File: src/rtl/core_config.svh
`ifndef CORE_CONFIG_SVH
`define CORE_CONFIG_SVH

// Program counter value loaded while reset is held
`define CORE_RESET_PC 16'h0200

// Data path and data bus width
`define CORE_DATA_WIDTH 8

// Address bus width
`define CORE_ADDR_WIDTH 16

`endif
File: src/rtl/core_pkg.sv
package core_pkg;

	// Classic 6502 opcode split used by the group-one ALU instructions
	typedef struct packed {
		logic [2:0] aaa;	// Operation
		logic [2:0] bbb;	// Addressing mode
		logic [1:0] cc;		// Instruction group
	} opcodeFields;

	typedef union packed {
		logic [7:0] raw;		// Whole opcode byte
		opcodeFields fields;	// Same byte seen as aaa/bbb/cc
	} opcodeWord;

	typedef enum logic [2:0] {
		aluPassB,	// Second operand straight through
		aluOr,
		aluAnd,
		aluEor,
		aluAdc,		// Sum with carry in
		aluInc		// First operand plus one
	} aluOp;

	typedef enum logic {
		addrPc,			// Program counter on the address bus
		addrOperand		// ADH:ADL on the address bus
	} addrSource;

	typedef enum logic [1:0] {
		tFetch,		// Opcode fetch cycle
		tOne,
		tTwo,
		tThree
	} timingState;

endpackage

File: src/rtl/coreCommandIf.sv
interface coreCommandIf;

	core_pkg::aluOp aluSel;
	logic useX;				// X instead of A as first ALU operand
	logic loadA;
	logic loadX;
	logic loadY;
	logic updateNz;
	logic updateC;
	logic setC;
	logic clrC;
	logic pcInc;
	logic pcJump;
	logic pcBranch;
	logic latchAdl;
	logic latchAdh;
	core_pkg::addrSource addrSel;
	logic writeMem;
	logic zeroFlag;			// Flag register contents
	logic carryFlag;

	modport control (
		output aluSel, useX, loadA, loadX, loadY, updateNz, updateC, setC, clrC,
		output pcInc, pcJump, pcBranch, latchAdl, latchAdh, addrSel, writeMem,
		input zeroFlag, carryFlag
	);

	modport datapath (
		input aluSel, useX, loadA, loadX, loadY, updateNz, updateC, setC, clrC,
		input pcInc, pcJump, pcBranch, latchAdl, latchAdh, addrSel, writeMem,
		output zeroFlag, carryFlag
	);

endinterface

File: src/rtl/core6502Lite.sv
`include "core_config.svh"

module core6502Lite (
	input logic phi0,
	input logic reset,
	input logic [`CORE_DATA_WIDTH-1:0] dataIn,
	output logic [`CORE_DATA_WIDTH-1:0] dataOut,
	output logic [`CORE_ADDR_WIDTH-1:0] addr,
	output logic rnW,
	output logic sync
);

	coreCommandIf cmd ();	// Control to datapath commands

	instrSequencer i_seq (
		.phi0(phi0),
		.reset(reset),
		.dataIn(dataIn),
		.cmd(cmd.control),
		.sync(sync)
	);

	dataPath i_dp (
		.phi0(phi0),
		.reset(reset),
		.dataIn(dataIn),
		.cmd(cmd.datapath),
		.addr(addr),
		.dataOut(dataOut)
	);

	assign rnW = ~cmd.writeMem;		// Read unless storing

endmodule

File: src/rtl/dataPath.sv
`include "core_config.svh"

module dataPath (
	input logic phi0,
	input logic reset,
	input logic [`CORE_DATA_WIDTH-1:0] dataIn,
	coreCommandIf.datapath cmd,
	output logic [`CORE_ADDR_WIDTH-1:0] addr,
	output logic [`CORE_DATA_WIDTH-1:0] dataOut
);

	logic [`CORE_DATA_WIDTH-1:0] regA;
	logic [`CORE_DATA_WIDTH-1:0] regX;
	logic [`CORE_DATA_WIDTH-1:0] regY;
	logic [`CORE_DATA_WIDTH-1:0] adl;
	logic [`CORE_DATA_WIDTH-1:0] adh;
	logic [`CORE_ADDR_WIDTH-1:0] pc;
	logic [`CORE_ADDR_WIDTH-1:0] pcNext;
	logic [`CORE_ADDR_WIDTH-1:0] branchOffset;
	logic [`CORE_DATA_WIDTH-1:0] aluA;
	logic [`CORE_DATA_WIDTH-1:0] aluB;
	logic [`CORE_DATA_WIDTH-1:0] aluResult;
	logic aluCarry;
	logic aluZero;

	assign aluA = cmd.useX ? regX : regA;

	// The bus byte is an operand only when the PC steps over it
	assign aluB = cmd.pcInc ? dataIn : '0;

	aluUnit i_alu (
		.sel(cmd.aluSel),
		.opA(aluA),
		.opB(aluB),
		.carryIn(cmd.carryFlag),
		.result(aluResult),
		.carryOut(aluCarry),
		.zero(aluZero)
	);

	assign pcNext = pc + 1'b1;
	assign branchOffset = {{(`CORE_ADDR_WIDTH-`CORE_DATA_WIDTH){dataIn[`CORE_DATA_WIDTH-1]}},
		dataIn};

	always_ff @(posedge phi0) begin
		if (reset) begin
			pc <= `CORE_RESET_PC;
			cmd.zeroFlag <= 1'b0;
			cmd.carryFlag <= 1'b0;
		end else begin
			if (cmd.pcJump) begin
				pc <= {dataIn, adl};			// High byte straight off the bus
			end else if (cmd.pcBranch) begin
				pc <= pcNext + branchOffset;	// Relative to the next opcode
			end else if (cmd.pcInc) begin
				pc <= pcNext;
			end
			if (cmd.updateNz) begin
				cmd.zeroFlag <= aluZero;
			end
			if (cmd.setC) begin
				cmd.carryFlag <= 1'b1;
			end else if (cmd.clrC) begin
				cmd.carryFlag <= 1'b0;
			end else if (cmd.updateC) begin
				cmd.carryFlag <= aluCarry;
			end
		end
	end

	always_ff @(posedge phi0) begin
		if (cmd.loadA) regA <= aluResult;
		if (cmd.loadX) regX <= aluResult;
		if (cmd.loadY) regY <= aluResult;
		if (cmd.latchAdl) adl <= dataIn;
		if (cmd.latchAdh) adh <= dataIn;
	end

	assign addr = (cmd.addrSel == core_pkg::addrOperand) ? {adh, adl} : pc;
	assign dataOut = regA;		// Only STA writes

	assert property (@(posedge phi0) disable iff (reset) !(cmd.pcJump && cmd.pcBranch))
		else $error("jump and branch requested together");

endmodule

File: src/rtl/instrSequencer.sv
`include "core_config.svh"

module instrSequencer (
	input logic phi0,
	input logic reset,
	input logic [`CORE_DATA_WIDTH-1:0] dataIn,
	coreCommandIf.control cmd,
	output logic sync
);

	localparam logic [7:0] opLdx = 8'hA2;
	localparam logic [7:0] opLdy = 8'hA0;
	localparam logic [7:0] opTax = 8'hAA;
	localparam logic [7:0] opTxa = 8'h8A;
	localparam logic [7:0] opInx = 8'hE8;
	localparam logic [7:0] opClc = 8'h18;
	localparam logic [7:0] opSec = 8'h38;
	localparam logic [7:0] opNop = 8'hEA;
	localparam logic [7:0] opJmp = 8'h4C;
	localparam logic [7:0] opBeq = 8'hF0;
	localparam logic [7:0] opBne = 8'hD0;

	core_pkg::opcodeWord opcode;
	core_pkg::timingState state;
	core_pkg::timingState stateNext;
	core_pkg::aluOp groupOneOp;
	logic groupOneImm;
	logic isStaAbs;
	logic branchTaken;

	always_ff @(posedge phi0) begin
		if (reset) begin
			state <= core_pkg::tFetch;
		end else begin
			state <= stateNext;
		end
	end

	always_ff @(posedge phi0) begin
		if (state == core_pkg::tFetch) begin
			opcode.raw <= dataIn;	// Instruction register
		end
	end

	// Group one immediate forms, operation taken from aaa
	always_comb begin
		groupOneImm = (opcode.fields.cc == 2'b01) && (opcode.fields.bbb == 3'b010);
		groupOneOp = core_pkg::aluPassB;
		case (opcode.fields.aaa)
			3'b000: groupOneOp = core_pkg::aluOr;
			3'b001: groupOneOp = core_pkg::aluAnd;
			3'b010: groupOneOp = core_pkg::aluEor;
			3'b011: groupOneOp = core_pkg::aluAdc;
			3'b101: groupOneOp = core_pkg::aluPassB;	// LDA
			default: groupOneImm = 1'b0;				// No CMP or SBC here
		endcase
	end

	assign isStaAbs = (opcode.fields.cc == 2'b01) && (opcode.fields.bbb == 3'b011) &&
		(opcode.fields.aaa == 3'b100);

	// Bit 5 picks BEQ over BNE
	assign branchTaken = (cmd.zeroFlag == opcode.raw[5]);

	always_comb begin
		cmd.aluSel = core_pkg::aluPassB;
		cmd.useX = 1'b0;
		cmd.loadA = 1'b0;
		cmd.loadX = 1'b0;
		cmd.loadY = 1'b0;
		cmd.updateNz = 1'b0;
		cmd.updateC = 1'b0;
		cmd.setC = 1'b0;
		cmd.clrC = 1'b0;
		cmd.pcInc = 1'b0;
		cmd.pcJump = 1'b0;
		cmd.pcBranch = 1'b0;
		cmd.latchAdl = 1'b0;
		cmd.latchAdh = 1'b0;
		cmd.addrSel = core_pkg::addrPc;
		cmd.writeMem = 1'b0;
		sync = 1'b0;
		stateNext = core_pkg::tFetch;
		case (state)
			core_pkg::tFetch: begin
				sync = 1'b1;
				cmd.pcInc = 1'b1;
				stateNext = core_pkg::tOne;
			end
			core_pkg::tOne: begin
				if (groupOneImm) begin
					cmd.aluSel = groupOneOp;
					cmd.loadA = 1'b1;
					cmd.updateNz = 1'b1;
					cmd.updateC = (groupOneOp == core_pkg::aluAdc);
					cmd.pcInc = 1'b1;
				end else if (isStaAbs) begin
					cmd.latchAdl = 1'b1;
					cmd.pcInc = 1'b1;
					stateNext = core_pkg::tTwo;
				end else begin
					case (opcode.raw)
						opLdx: begin
							cmd.loadX = 1'b1;
							cmd.updateNz = 1'b1;
							cmd.pcInc = 1'b1;
						end
						opLdy: begin
							cmd.loadY = 1'b1;
							cmd.updateNz = 1'b1;
							cmd.pcInc = 1'b1;
						end
						opTax: begin
							cmd.aluSel = core_pkg::aluOr;	// A or zero
							cmd.loadX = 1'b1;
							cmd.updateNz = 1'b1;
						end
						opTxa: begin
							cmd.aluSel = core_pkg::aluOr;
							cmd.useX = 1'b1;
							cmd.loadA = 1'b1;
							cmd.updateNz = 1'b1;
						end
						opInx: begin
							cmd.aluSel = core_pkg::aluInc;
							cmd.useX = 1'b1;
							cmd.loadX = 1'b1;
							cmd.updateNz = 1'b1;
						end
						opClc: cmd.clrC = 1'b1;
						opSec: cmd.setC = 1'b1;
						opBeq, opBne: begin
							cmd.pcInc = 1'b1;				// Step over the offset
							cmd.pcBranch = branchTaken;
						end
						opJmp: begin
							cmd.latchAdl = 1'b1;
							cmd.pcInc = 1'b1;
							stateNext = core_pkg::tTwo;
						end
						opNop: cmd.pcJump = 1'b0;			// Idle cycle
						default: cmd.pcJump = 1'b0;		// Unknown opcodes behave like NOP
					endcase
				end
			end
			core_pkg::tTwo: begin
				if (isStaAbs) begin
					cmd.latchAdh = 1'b1;
					cmd.pcInc = 1'b1;
					stateNext = core_pkg::tThree;
				end else begin
					cmd.pcJump = 1'b1;		// JMP high byte on the bus
				end
			end
			default: begin
				cmd.addrSel = core_pkg::addrOperand;	// STA write cycle
				cmd.writeMem = 1'b1;
			end
		endcase
	end

	assert property (@(posedge phi0) disable iff (reset) !(cmd.writeMem && sync))
		else $error("memory write during opcode fetch");

	assert property (@(posedge phi0) disable iff (reset)
		$onehot0({cmd.loadA, cmd.loadX, cmd.loadY}))
		else $error("more than one register load in a cycle");

endmodule

File: src/rtl/aluUnit.sv
`include "core_config.svh"

module aluUnit (
	input core_pkg::aluOp sel,
	input logic [`CORE_DATA_WIDTH-1:0] opA,
	input logic [`CORE_DATA_WIDTH-1:0] opB,
	input logic carryIn,
	output logic [`CORE_DATA_WIDTH-1:0] result,
	output logic carryOut,
	output logic zero
);

	logic [`CORE_DATA_WIDTH:0] sum;	// One extra bit for carry out

	assign sum = {1'b0, opA} + {1'b0, opB} + {{`CORE_DATA_WIDTH{1'b0}}, carryIn};

	always_comb begin
		carryOut = 1'b0;
		case (sel)
			core_pkg::aluOr: begin
				result = opA | opB;
			end
			core_pkg::aluAnd: begin
				result = opA & opB;
			end
			core_pkg::aluEor: begin
				result = opA ^ opB;
			end
			core_pkg::aluAdc: begin
				result = sum[`CORE_DATA_WIDTH-1:0];
				carryOut = sum[`CORE_DATA_WIDTH];
			end
			core_pkg::aluInc: begin
				result = opA + 1'b1;		// Wraps with no carry
			end
			default: begin
				result = opB;				// Immediate loads
			end
		endcase
	end

	assign zero = (result == '0);

endmodule

File: config.mk
export PLATFORM = sky130hd
export DESIGN_NAME = core6502Lite
export DESIGN_NICKNAME = d
export VERILOG_FILES = /design/src/rtl/core_pkg.sv /design/src/rtl/coreCommandIf.sv /design/src/rtl/core6502Lite.sv /design/src/rtl/dataPath.sv /design/src/rtl/instrSequencer.sv /design/src/rtl/aluUnit.sv
export VERILOG_INCLUDE_DIRS = /design/src /design/src/rtl
export SDC_FILE = /design/constraint.sdc
export NUM_CORES = 1
export LEC_CHECK = 0
export BUFFER_PORTS_ARGS = -buffer_cell sky130_fd_sc_hd__buf_2
export CAP_MARGIN = 25
export CORE_ASPECT_RATIO = 1.2
export CORE_MARGIN = 1
export CORE_UTILIZATION = 66
export DETAILED_ROUTE_END_ITERATION = 10
export PLACE_DENSITY_LB_ADDON = 0.15
export SLEW_MARGIN = 20
export SYNTH_ARGS = -nofsm -noshare
export SYNTH_HDL_FRONTEND = slang
export SYNTH_SLANG_ARGS = --single-unit
File: constraint.sdc
create_clock -name phi0 -period 6.6 [get_ports phi0]
set_clock_uncertainty 0.2 [all_clocks]
set_input_delay 0.99 -clock phi0 [delete_from_list [all_inputs] [get_ports phi0]]
set_output_delay 0.99 -clock phi0 [all_outputs]
set_load 0.03 [all_outputs]
== Word-level counts from Yosys, hierarchy flattened ==
Cells that the tools add are included.
Word-level totals
  register bits after elaboration: 60
  memories kept: 0
  latch bits: 0
  logic and storage cells: 125
  memory bits (writable): 0
  memory bits (read-only): 0
Cells by class
  add/sub/neg operators: 5
  bitwise logic cells: 3
  equality and inequality tests: 27
  muxes and demuxes: 65
  shifts and indexed selects: 0
  reduce and logical (&&, ||, !) cells: 16
  $mul: 0
  magnitude comparators: 0
  div/mod/pow operators: 0
Operators with widths (number)
  2-to-1 mux 16 bit: 4
  equality test 8 bit (second input constant): 7
  2-to-1 mux 1 bit: 47
  one-hot mux 8 bit (5 select lines): 1
  equality test 3 x 2 -> 1 bit (second input constant): 6
  adder 16 x 1 -> 16 bit (second input constant): 1
  adder 16 bit: 1
  2-to-1 mux 8 bit: 2
  equality test 3 bit (second input constant): 5
  OR reduction 5 bit: 3
  one-hot mux 3 bit (4 select lines): 1
  adder 8 x 8 -> 9 bit: 1
  adder 9 x 1 -> 9 bit: 1
  2-to-1 mux 3 bit: 3
  adder 8 x 1 -> 8 bit (second input constant): 1
  AND 8 bit: 1
  equality test 8 x 5 -> 1 bit (second input constant): 1
  equality test 8 x 6 -> 1 bit (second input constant): 1
  equality test 8 x 7 -> 1 bit (second input constant): 1
  logical NOT 8 bit: 1
  2-to-1 mux 2 bit: 4
  bitwise OR 8 bit: 1
  bitwise XOR 8 bit: 1
  equality test 3 x 1 -> 1 bit (second input constant): 2
  12 further kinds: 19

== Logic depth before layout (Yosys ltp) ==
Gate-level depths: netlist of run 1.
  depth after elaboration: 13
  gate-level depth with buffers: 21

== Hierarchy ==
A second synthesis of run 1 with hierarchy kept.
Second synthesis, totals
  cell total of the unflattened synthesis: 584
  area, all modules: 5286.3 µm²
By module, submodules not included
  dataPath: seq. area each 1321.3 µm², area an instance 3415.8 µm², cells each 350, times used 1
  aluUnit: seq. area each 0.0 µm², area an instance 1103.6 µm², cells each 159, times used 1
  instrSequencer: seq. area each 280.3 µm², area an instance 763.2 µm², cells each 74, times used 1
  core6502Lite: seq. area each 0.0 µm², area an instance 3.8 µm², cells each 1, times used 1

== Least setup slack after synthesis of run 1 ==
OpenSTA, ideal clock, no wires.
  kind: register -> register
  start: register i_seq.opcode[1] (netlist name)
  end: register i_dp.cmd.zeroFlag
  arrival: 3.998 ns
  library setup time: 0.087 ns
  buffers on the path: 2
  period minus slack after synthesis: 4.285 ns
  path slack: 2.315 ns
  cell stages (with the launch flop): 19
  path through: edfxtp_1 > nor4b_1 > nand2_1 > a21o_1 > a31oi_1 > o21a_1 > buf_2 > buf_1 > nand2_1 > inv_1 > ha_1 > nor2b_1 > o21ai_0 > a21oi_1 > mux2i_1 > o22ai_1 > a2111oi_0 > o221ai_1 > o31ai_1
Between the ends
  word-level cells in the longest chain between the ends: 11
  elaborated cells between the ends (all ways): 49
Ends and longest elaborated chain
  start, declared: RTL line instrSequencer.sv:23  | core_pkg::opcodeWord opcode;
  equality test 8 bit, or another cell as far along: RTL line instrSequencer.sv:102  | case (opcode.raw)
  OR reduction 5 bit (no line), or another cell as far along
  2-to-1 mux 1 bit or logical AND 1 bit (tied branches): RTL line instrSequencer.sv:102, instrSequencer.sv:59
  2-to-1 mux 1 bit: RTL line instrSequencer.sv:97  | end else if (isStaAbs) begin
  2-to-1 mux 1 bit: RTL line instrSequencer.sv:91  | if (groupOneImm) begin
  one-hot mux 1 bit (3 select lines) or 2-to-1 mux 1 bit (tied branches): RTL line instrSequencer.sv:84  | case (state)
  2-to-1 mux 8 bit (on tied branches): RTL line dataPath.sv:29, dataPath.sv:26
  adder 8 x 8 -> 9 bit: RTL line aluUnit.sv:15  | assign sum = {1'b0, opA} + {1'b0, opB} + {{`CORE_DATA_WIDTH{1'b0}}, carryIn};
  adder 9 x 1 -> 9 bit: RTL line aluUnit.sv:15
  one-hot mux 8 bit (5 select lines): RTL line aluUnit.sv:19  | case (sel)
  logical NOT 8 bit: RTL line aluUnit.sv:42  | assign zero = (result == '0);
  end signal, assigned: RTL line dataPath.sv:59  | cmd.zeroFlag <= aluZero;
  end, declared: RTL line coreCommandIf.sv:31  | output zeroFlag, carryFlag
Parallel ways exist; a longest one is shown, timed or not.
A chain may end at the register's enable or synchronous reset.

== Final worst setup path of run 1 ==
  start: register i_seq.opcode[5] (netlist name)
  end: register i_dp.cmd.zeroFlag
Between the ends
  word-level cells in the longest chain between the ends: 11
  elaborated cells between the ends (all ways): 54
Ends and longest elaborated chain (RTL line)
  equality test 8 bit or equality test 8 x 7 -> 1 bit (tied branches): instrSequencer.sv:102
  OR reduction 5 bit (no line) or OR reduction 2 bit (tied branches)
  2-to-1 mux 1 bit: instrSequencer.sv:102
  2-to-1 mux 1 bit: instrSequencer.sv:97
  2-to-1 mux 1 bit: instrSequencer.sv:91
  one-hot mux 1 bit (3 select lines) or 2-to-1 mux 1 bit (tied branches): instrSequencer.sv:84
  2-to-1 mux 8 bit (on tied branches): dataPath.sv:29, dataPath.sv:26
  adder 8 x 8 -> 9 bit: aluUnit.sv:15
  adder 9 x 1 -> 9 bit: aluUnit.sv:15
  one-hot mux 8 bit (5 select lines): aluUnit.sv:19
  logical NOT 8 bit: aluUnit.sv:42
Parallel ways exist; a longest one is shown, timed or not.

==> results of run 1 <==
==> logic make-up (layout without fill, tap and decap cells) <==
family | Yosys count | count (layout) | synth area share, %
fa+ha+maj | 36 | 36 | 9.91
buf+inv | 54 | 86 | 4.35
xor+xnor | 33 | 33 | 6.06
compound gates | 139 | 139 | 19.7
simple gates | 195 | 195 | 20.1
flops | 60 | 60 | 33.6
mux | 28 | 28 | 6.35
==> per-layer routing <==
| metal | wire (um) | up-vias |
|---|---|---|
| li1 | - | 2082 |
| met1 | 5030 | 2062 |
| met2 | 6670 | 260 |
| met3 | 1050 | 56 |
| met4 | 685 | 0 |
| met5 | 0 | - |
==> sequential cells by signal (all words and copies together), names as in the netlist <==
name and flops:
i_dp.pc 16, i_dp.adh 8, i_dp.adl 8, i_dp.dataOut 8
i_dp.regX 8, i_seq.opcode 8, i_seq.state 2, i_dp.cmd.carryFlag 1
i_dp.cmd.zeroFlag 1
==> worst min-delay path: cells and delay by family (launching register included) <==
kind	cells	cell delay, ns
flip-flops	1	0.34
AND/OR/NAND/NOR	1	0.06
AO/OA/AOI/OAI	1	0.06
==> worst max-delay path by stage <==
stage | slack, ns | startpoint | end | depth (start not counted)
after floorplan | 2.32 | i_seq.opcode[1] | i_dp.cmd.zeroFlag | 18
after global placement | 1.81 | i_seq.opcode[6] | i_dp.cmd.zeroFlag | 16
after detailed placement | 1.52 | i_seq.opcode[5] | i_dp.cmd.zeroFlag | 16
after CTS | 1.51 | i_seq.opcode[5] | i_dp.cmd.zeroFlag | 16
after global routing | 0.89 | i_seq.opcode[5] | i_dp.cmd.zeroFlag | 16
final | 1.42 | i_seq.opcode[5] | i_dp.cmd.zeroFlag | 16
==> power by group through the flow <==
stage,logic (mW),registers [mW],clock network (mW)
after floorplan,0.143,0.430,0
after global placement,0.176,0.438,0
after detailed placement,0.183,0.438,0
after CTS,0.184,0.430,0.344
after global routing,0.205,0.432,0.358
final,0.188,0.431,0.340
==> per-stage QoR <==
step | total power, mW | instance area, um^2 | setup WS (ns) | instances
floorplan | 0.573 | 4770 | 2.32 | 545
global placement | 0.614 | 4980 | 1.81 | 646
detailed placement | 0.621 | 4980 | 1.52 | 646
CTS | 0.958 | 5180 | 1.51 | 662
global route | 0.996 | 5190 | 0.894 | 664
finish | 0.958 | 5190 | 1.42 | 664
==> layout by cell type (no fill, tap or decap), drive strengths merged, types with 18 or more instances in the layout <==
master  instances
o21ai          19
ha             33
nand2          66
buf            38
o211ai         20
inv            29
mux2           18
a21oi          32
edfxtp         40
nor2           46
dfxtp          20
xnor2          24
==> final cells by class <==
cell class | count | area [um^2] | share of cell area, %
Clock inverter | 3 | 37.5 | 0.723
Tap cell | 87 | 109 | 2.10
Timing Repair Buffer | 39 | 203 | 3.91
Sequential cell | 60 | 1600 | 30.9
Clock buffer | 13 | 159 | 3.06
Inverter | 31 | 116 | 2.24
Multi-Input combinational cell | 431 | 2960 | 57.1
==> Yosys cell counts (all sizes together) (14+ instances only) <==
master  number  area, um^2
dfxtp       20         400
nand3       14        70.1
nor2        46         173
o21ai       19        95.1
a21oi       32         160
mux2        18         203
ha          33         413
xnor2       24         210
o211ai      20         150
nand2       66         248
inv         29         109
edfxtp      40        1200
clkbuf      17        63.8
==> run metrics, run 1 <==
outcome=finished, final reports clean; CTS clk-pin slew, worst paths=0.07 ns; largest net degree at the start of global routing=26; Fill cells=497; async set-or-reset flop fraction in the synthesized netlist=0%; CTS tree=built; Tmin final=5.18 ns; Worst Min Path Start=i_dp.pc[5]; P_int=0.678 mW; kind of start point of the critical path=flip-flop; buffer depth of the longest clock path=2; post-synth cell types=59; R2R Path End=i_dp.cmd.zeroFlag; RD Place Congestion=0.919; slowest CP cell=edfxtp_1; post-synthesis instance total=545; CP max stage delay=0.67 ns; Num CTS Buffers=9; Antenna Nets Post-Route=0; Primary FF master, synth=edfxtp_1; Root Driver=clkbuf_8; Core Util, Final=75.2%; worst hold path cell count=2; Tcrit/Tclk final=78.5%; Switching Share=29.2%; Worst-Skew Late Latency=0.34 ns; WL/cell=20.2 um; peak supply drop=0.152 mV; Hold Violations, Final=0; DP HPWL=9690 um; M3 GR Usage=5.65%; Area Growth Syn to Fin=8.73%; number of global-route vias before repair=4320; postcts setup bufs=0; Post-CTS Hold Buffers=0; Pwr Density=185 nW/um^2; worst r2r src=i_seq.opcode[5]; Achievable Freq=193 MHz; HP Class=reg2reg; Post-Syn Area per Cell=8.76 um^2; I/O pin cnt=36; drt pass-1 iters=6; CP arrival=5.24 ns; via count=4460; Cell Chain, Critical Path=nor4b_1, nand2_1, a21o_1, a31oi_1, o21a_1, nand2_1, inv_1, ha_1, nor2b_1, o21ai_0, a21oi_1, mux2i_1, o22ai_1, a2111oi_0, o221ai_1, o31ai_1; P_leak=2.12 nW; GR Overflow Total=0; Total Wirelength=13400 um; Hold WS=0.305 ns; vias per cell=6.72; EDFF count, synth=40; worst reg-to-reg path cell count=16; CP top delay family=compound AO/OA/AOI/OAI gates; RSZ-0062 raised after global routing=false; Switch Pwr=0.280 mW; Slew HR=37.2%; Post-Syn Nets=591; R2R Setup Slk=1.42 ns; Synth warnings=0; clock share of power=35.5%; Die ar.=7580 um^2; Setup TNS=0 ns; Tot GR Track Use=37.8%; Cell Area, Synth=4770 um^2; row cnt=33; Slew @ Worst Pin=0.939 ns; number of max-cap violations=0; CP Max Fanout=20; combinational power share=19.6%; busiest grt layer=met2; Final setup viols=0; core area=6900 um^2; final-report max-slew violation count=0; CP required=6.66 ns; critical setup path kind=reg2reg; CP dominant cell by count=nand2_1; Final #Nets=618; Die W=79.6 um; port buffer count=35; starting DRC count in detailed routing=348; post_cts resized=0; flops & latches, synth=60; met2 Track Usage GR=64.6%; Initial Utilization=69.2%; sequential power share=45.0%; # DRC=0; Crit. End Element=flip-flop; critical path buffer and inverter count=1; first-pass GRT wire length=21500 um; H-tree depth=3; Clock Sinks=60; Die Ht=95.2 um; Hold Path Sink=i_dp.pc[5]; initial antenna violation count=0; ANT cells=0; register area share after synthesis=33.6%; M1 GR Usage=44.0%; layout cell share with drive strength beyond 1=13.0%
Power figures use the tool's default switching activity.
==> run 2, diff against run 1 <==
--- a/config.mk
+++ b/config.mk
@@ -10,7 +10,7 @@
 export CAP_MARGIN = 25
 export CORE_ASPECT_RATIO = 1.2
 export CORE_MARGIN = 1
-export CORE_UTILIZATION = 66
+export CORE_UTILIZATION = 55
 export DETAILED_ROUTE_END_ITERATION = 10
 export PLACE_DENSITY_LB_ADDON = 0.15
 export SLEW_MARGIN = 20
==> constraint.sdc (replaced) <==
create_clock -name phi0 -period 4.7 [get_ports phi0]
set_clock_uncertainty 0.2 [all_clocks]
set_input_delay 0.705 -clock phi0 [delete_from_list [all_inputs] [get_ports phi0]]
set_output_delay 0.705 -clock phi0 [all_outputs]
set_load 0.03 [all_outputs]
==> run 2 against run 1 <==
Effect of this change:
- worst hold slack lost 0.012 ns
- flip-flop and latch count stayed put
- cell count grew 5.6%
- largest cell class unchanged
- clock-buffer cell count down 3
- maximum frequency up 16%
- setup slack got worse by 1.2 ns
- critical path depth grew 2
- highest routed layer unchanged
- sequential power rose by 39%
==> run metrics, run 2 (synthesis gave the netlist of run 1 again) <==
outcome=finished, final reports clean; Root Driver=clkbuf_8; initial antenna violation count=0; DP HPWL=9990 um; Slew @ Worst Pin=0.867 ns; Slew HR=42.0%; CTS clk-pin slew, worst paths=0.07 ns; slowest CP cell=a2111oi_1; worst r2r src=i_seq.opcode[6]; via count=4361; Die Ht=104 um; Die ar.=9050 um^2; CP Max Fanout=21; CP required=4.77 ns; Post-Place Cell Area=5090 um^2; Initial Utilization=57.6%; WL/cell=19.4 um; number of global-route vias before repair=4270; Final setup viols=0; final-report max-slew violation count=0; Antenna Nets Post-Route=0; port buffer count=35; Pwr Density=249 nW/um^2; largest net degree at the start of global routing=26; GR Overflow Total=0; Tot GR Track Use=31.5%; Achievable Freq=223 MHz; Worst-Skew Late Latency=0.35 ns; crit path from=i_seq.opcode[6]; ANT cells=0; starting DRC count in detailed routing=258; max FFs per register=16; Tmin final=4.48 ns; largest reg by FF count=i_dp.pc; most frequent cells in the layout=nand2_1, nor2_1, edfxtp_1; # DRC=0; Total Wirelength=13600 um; vias per cell=6.22; critical setup path kind=reg2reg; layout cell share with drive strength beyond 1=15.3%; Hold Violations, Final=0; CTS tree=built; CP arrival=4.54 ns; Tcrit/Tclk final=95.3%; Cell Chain, Critical Path=buf_4, and3b_4, o21ai_1, a21o_1, a31oi_2, o211ai_1, inv_1, fa_1, inv_1, fa_1, nor2b_1, o21ai_0, a21oi_1, mux2i_1, o22ai_1, a2111oi_1, o221ai_1, o31ai_1; number of max-cap violations=0; drt pass-1 iters=5; RD Place Congestion=0.921; P_leak=2.16 nW; Final #Nets=628; row cnt=36; most common cell after layout, fill and taps aside=nand2_1; CP max stage delay=0.56 ns; core area=8290 um^2; I/O pin cnt=36; buffer depth of the longest clock path=2; Die W=87.0 um; Core Util, Final=64.0%; HP Class=reg2reg; Hold WS=0.293 ns; peak supply drop=0.179 mV; Crit. End Element=flip-flop; Worst Min Path Start=i_dp.pc[5]; Clock Sinks=60; kind of start point of the critical path=flip-flop; Final Cell Area=5310 um^2; first-pass GRT wire length=21500 um; Post-CTS Hold Buffers=0; H-tree depth=3; Num CTS Buffers=9; Area Growth Syn to Fin=11.2%
[run 2: repair_timing]
| item | in CTS | in global routing |
|---|---|---|
| buffers inserted | 0 | 1 |
| resized for setup | 0 | 5 |
| endpoints found under the setup margin | 0 | 6 |
[run 2: per-stage QoR]
stage	setup WS (ns)	instances	setup TNS, ns	total power, mW
after CTS	0.146	699	0	1.32
after global routing	-0.141	701	-0.141	1.38
after floorplan	0.415	545	0	0.804
after global placement	0.342	683	0	0.873
final	0.220	701	0	1.32
after detailed placement	0.172	683	0	0.880
[run 2: final timing paths]
path / cells past startpoint / slack (ns) / to
setup / recovery: 18 / 0.22 / i_dp.cmd.zeroFlag
hold / removal: 2 / 0.29 / i_dp.pc[5]
setup reg to reg: 18 / 0.22 / i_dp.cmd.zeroFlag
hold reg to reg: 2 / 0.29 / i_dp.pc[5]
[run 2: where the power goes]
| group | switching, mW | internal [mW] | total, mW |
|---|---|---|---|
| sequential | 0.0198 | 0.578 | 0.598 |
| clock | 0.205 | 0.239 | 0.444 |
| combinational | 0.171 | 0.109 | 0.280 |
[run 2: cell type report]
class	count	area [um^2]
flip-flops and latches	60	1600
clock inverters	6	55.1
well taps	114	143
inverters	31	116
multi-input cells	431	2980
fillers	744	2980
clock buffers	10	128
repair buffers	49	280
[run 2: worst max-delay path: cells and delay by family, from the launching register on]
kind / cells / cell delay [ns]
AOI/OAI and AO/OA: 10 / 2.34
adders and majority gates: 2 / 0.61
buffers and inverters: 3 / 0.45
DFF: 1 / 0.33
muxes: 1 / 0.15
and+or+nand+nor: 2 / 0.31
[run 2: per-layer routing]
| layer | vias to the layer above | wire length (um) | track usage [%] |
|---|---|---|---|
| li1 | 2105 | - | - |
| met1 | 2046 | 5350 | 35.5 |
| met2 | 163 | 6710 | 52.1 |
| met3 | 47 | 740 | 6.27 |
| met4 | 0 | 821 | 22.5 |
| met5 | - | 0 | 0 |
==> run 3, diff against run 2 <==
--- a/config.mk
+++ b/config.mk
@@ -10,10 +10,9 @@
 export CAP_MARGIN = 25
 export CORE_ASPECT_RATIO = 1.2
 export CORE_MARGIN = 1
-export CORE_UTILIZATION = 55
+export CORE_UTILIZATION = 61
 export DETAILED_ROUTE_END_ITERATION = 10
 export PLACE_DENSITY_LB_ADDON = 0.15
-export SLEW_MARGIN = 20
 export SYNTH_ARGS = -nofsm -noshare
 export SYNTH_HDL_FRONTEND = slang
 export SYNTH_SLANG_ARGS = --single-unit
==> constraint.sdc (replaced) <==
create_clock -name phi0 -period 5 [get_ports phi0]
set_clock_uncertainty 0.2 [all_clocks]
set_input_delay 0.75 -clock phi0 [delete_from_list [all_inputs] [get_ports phi0]]
set_output_delay 0.75 -clock phi0 [all_outputs]
set_load 0.03 [all_outputs]
==> run 3 against run 2 <==
Effect of this change:
- first-iteration DRC count increased by 44%
- worst hold slack improved by 0.0046 ns
- combinational power decreased by 7.9%
- sequential share of layout area increased by 0.28 points
- final area decreased by 0.92%
- flip-flop and latch count unchanged
- maximum frequency increased by 0.65%
- critical endpoint is now i_dp.pc[15]
- largest cell class unchanged
- highest routed layer unchanged
==> run metrics, run 3 (synthesis gave the netlist of run 1 again) <==
Multi-input gate area=2980 um^2; Pwr Density=252 nW/um^2; CP arrival=4.46 ns; Clock Sinks=60; # DRC=0; slowest CP cell=o41ai_1; H-tree depth=3; largest reg by FF count=i_dp.pc; Achievable Freq=225 MHz; postcts setup bufs=0; CP top delay family=compound AO/OA/AOI/OAI gates; Tmin final=4.45 ns; Area Growth Syn to Fin=10.2%; CP Max Fanout=7; Antenna Nets Post-Route=0; vias per cell=6.52; buffer depth of the longest clock path=2; drt pass-1 iters=5; final-report max-slew violation count=0; Fill cells=604; Die ar.=8180 um^2; number of global-route vias before repair=4337; Num CTS Buffers=9; critical setup path kind=reg2reg; DP HPWL=9650 um; CP required=5.01 ns; via count=4368; WL/cell=20.0 um; number of max-cap violations=0; CTS clk-pin slew, worst paths=0.07 ns; Slew HR=26.2%; ANT cells=0; Tcrit/Tclk final=89.0%; first-pass GRT wire length=21800 um; Hold WS=0.297 ns; Cell Chain, Critical Path=ha_1, nand3_1, xnor2_1, ha_1, and3_1, a221oi_1, a21oi_1, o41ai_1, o21ai_1, o41ai_1, a21oi_1, a211oi_1, a31oi_1; RD Place Congestion=0.937; CTS tree=built; Tot GR Track Use=35.7%; GR Overflow Total=0; Die W=82.7 um; Crit. End Element=flip-flop; Hold Violations, Final=0; row cnt=34; port buffer count=35; core area=7400 um^2; Worst-Skew Late Latency=0.34 ns; I/O pin cnt=36; Root Driver=clkbuf_8; Final setup viols=0; critical path buffer and inverter count=0; CP max stage delay=0.65 ns; peak supply drop=0.194 mV; max FFs per register=16; FF/Latch Area=1600 um^2; HP Class=reg2reg; initial antenna violation count=0; Final #Nets=621; Setup TNS=0 ns; Total Wirelength=13400 um; most frequent cells in the layout=nand2_1, nor2_1, edfxtp_1; outcome=finished, final reports clean; largest net degree at the start of global routing=26; kind of start point of the critical path=flip-flop; most common cell after layout, fill and taps aside=nand2_1; layout cell share with drive strength beyond 1=14.1%; Slew @ Worst Pin=1.10 ns; Die Ht=98.9 um; Initial Utilization=64.5%; P_leak=2.15 nW; RSZ-0062 raised after global routing=false; starting DRC count in detailed routing=372
-- run 3: changes by cell type in the layout (fill, tap and decap cells not counted) --
cell / change
bufinv_16: +1
buf_2: +1
buf_4: -8
clkbuf_8: +2
a211oi_1: +1
clkinv_1: -1
clkinv_2: -2
a211oi_2: -1
nor2b_1: +1
nor2b_2: -1
-- run 3: layout make-up --
cell class	instances	area share, %
clock inverters	4	1.36
flip-flops and latches	60	30.5
multi-input cells	431	56.6
inverters	31	2.21
repair buffers	42	4.28
clock buffers	12	2.95
well taps	90	2.14
-- run 3: path summary, 6_finish.rpt --
check,startpoint,end,slack (ns),depth (start not counted)
hold / removal,i_dp.pc[5],i_dp.pc[5],0.30,2
setup / recovery,i_dp.pc[0],i_dp.pc[15],0.55,13
setup reg to reg,i_dp.pc[0],i_dp.pc[15],0.55,13
hold reg to reg,i_dp.pc[5],i_dp.pc[5],0.30,2
-- run 3: what timing repair did --
item,4_1_cts,5_1_grt
hold buffers,0,0
setup endpoints to repair,0,5
resized for setup,0,3
-- run 3: power by group --
group	internal [mW]	total [mW]	switching (mW)
clock	0.307	0.504	0.198
combinational	0.0987	0.258	0.159
sequential	0.544	0.563	0.0192
total	0.949	1.32	0.376
-- run 3: worst min-delay path, stage by stage (launching register included) --
cell and delay [ns]:
dfxtp_1 0.34, nand2_1 0.06, a21oi_1 0.05
-- run 3: metrics by stage --
stage / worst slack (ns) / util, % / instance area (um^2) / power [mW] / std cells
final: 0.549 / 71.0 / 5260 / 1.32 / 670
after global routing: 0.138 / 71.0 / 5260 / 1.38 / 670
after CTS: 0.247 / 70.9 / 5250 / 1.32 / 670
after detailed placement: 0.278 / 67.8 / 5020 / 0.823 / 654
after global placement: 0.614 / 67.7 / 5010 / 0.813 / 653
after floorplan: 0.715 / - / 4770 / 0.756 / 545
-- run 3: routing by layer --
layer / vias to the layer above / routed length, um / GRT usage [%]
li1: 2083 / - / -
met1: 2002 / 5200 / 40.8
met2: 219 / 6420 / 57.1
met3: 64 / 995 / 9.35
met4: 0 / 756 / 23.9
met5: - / 0 / 0
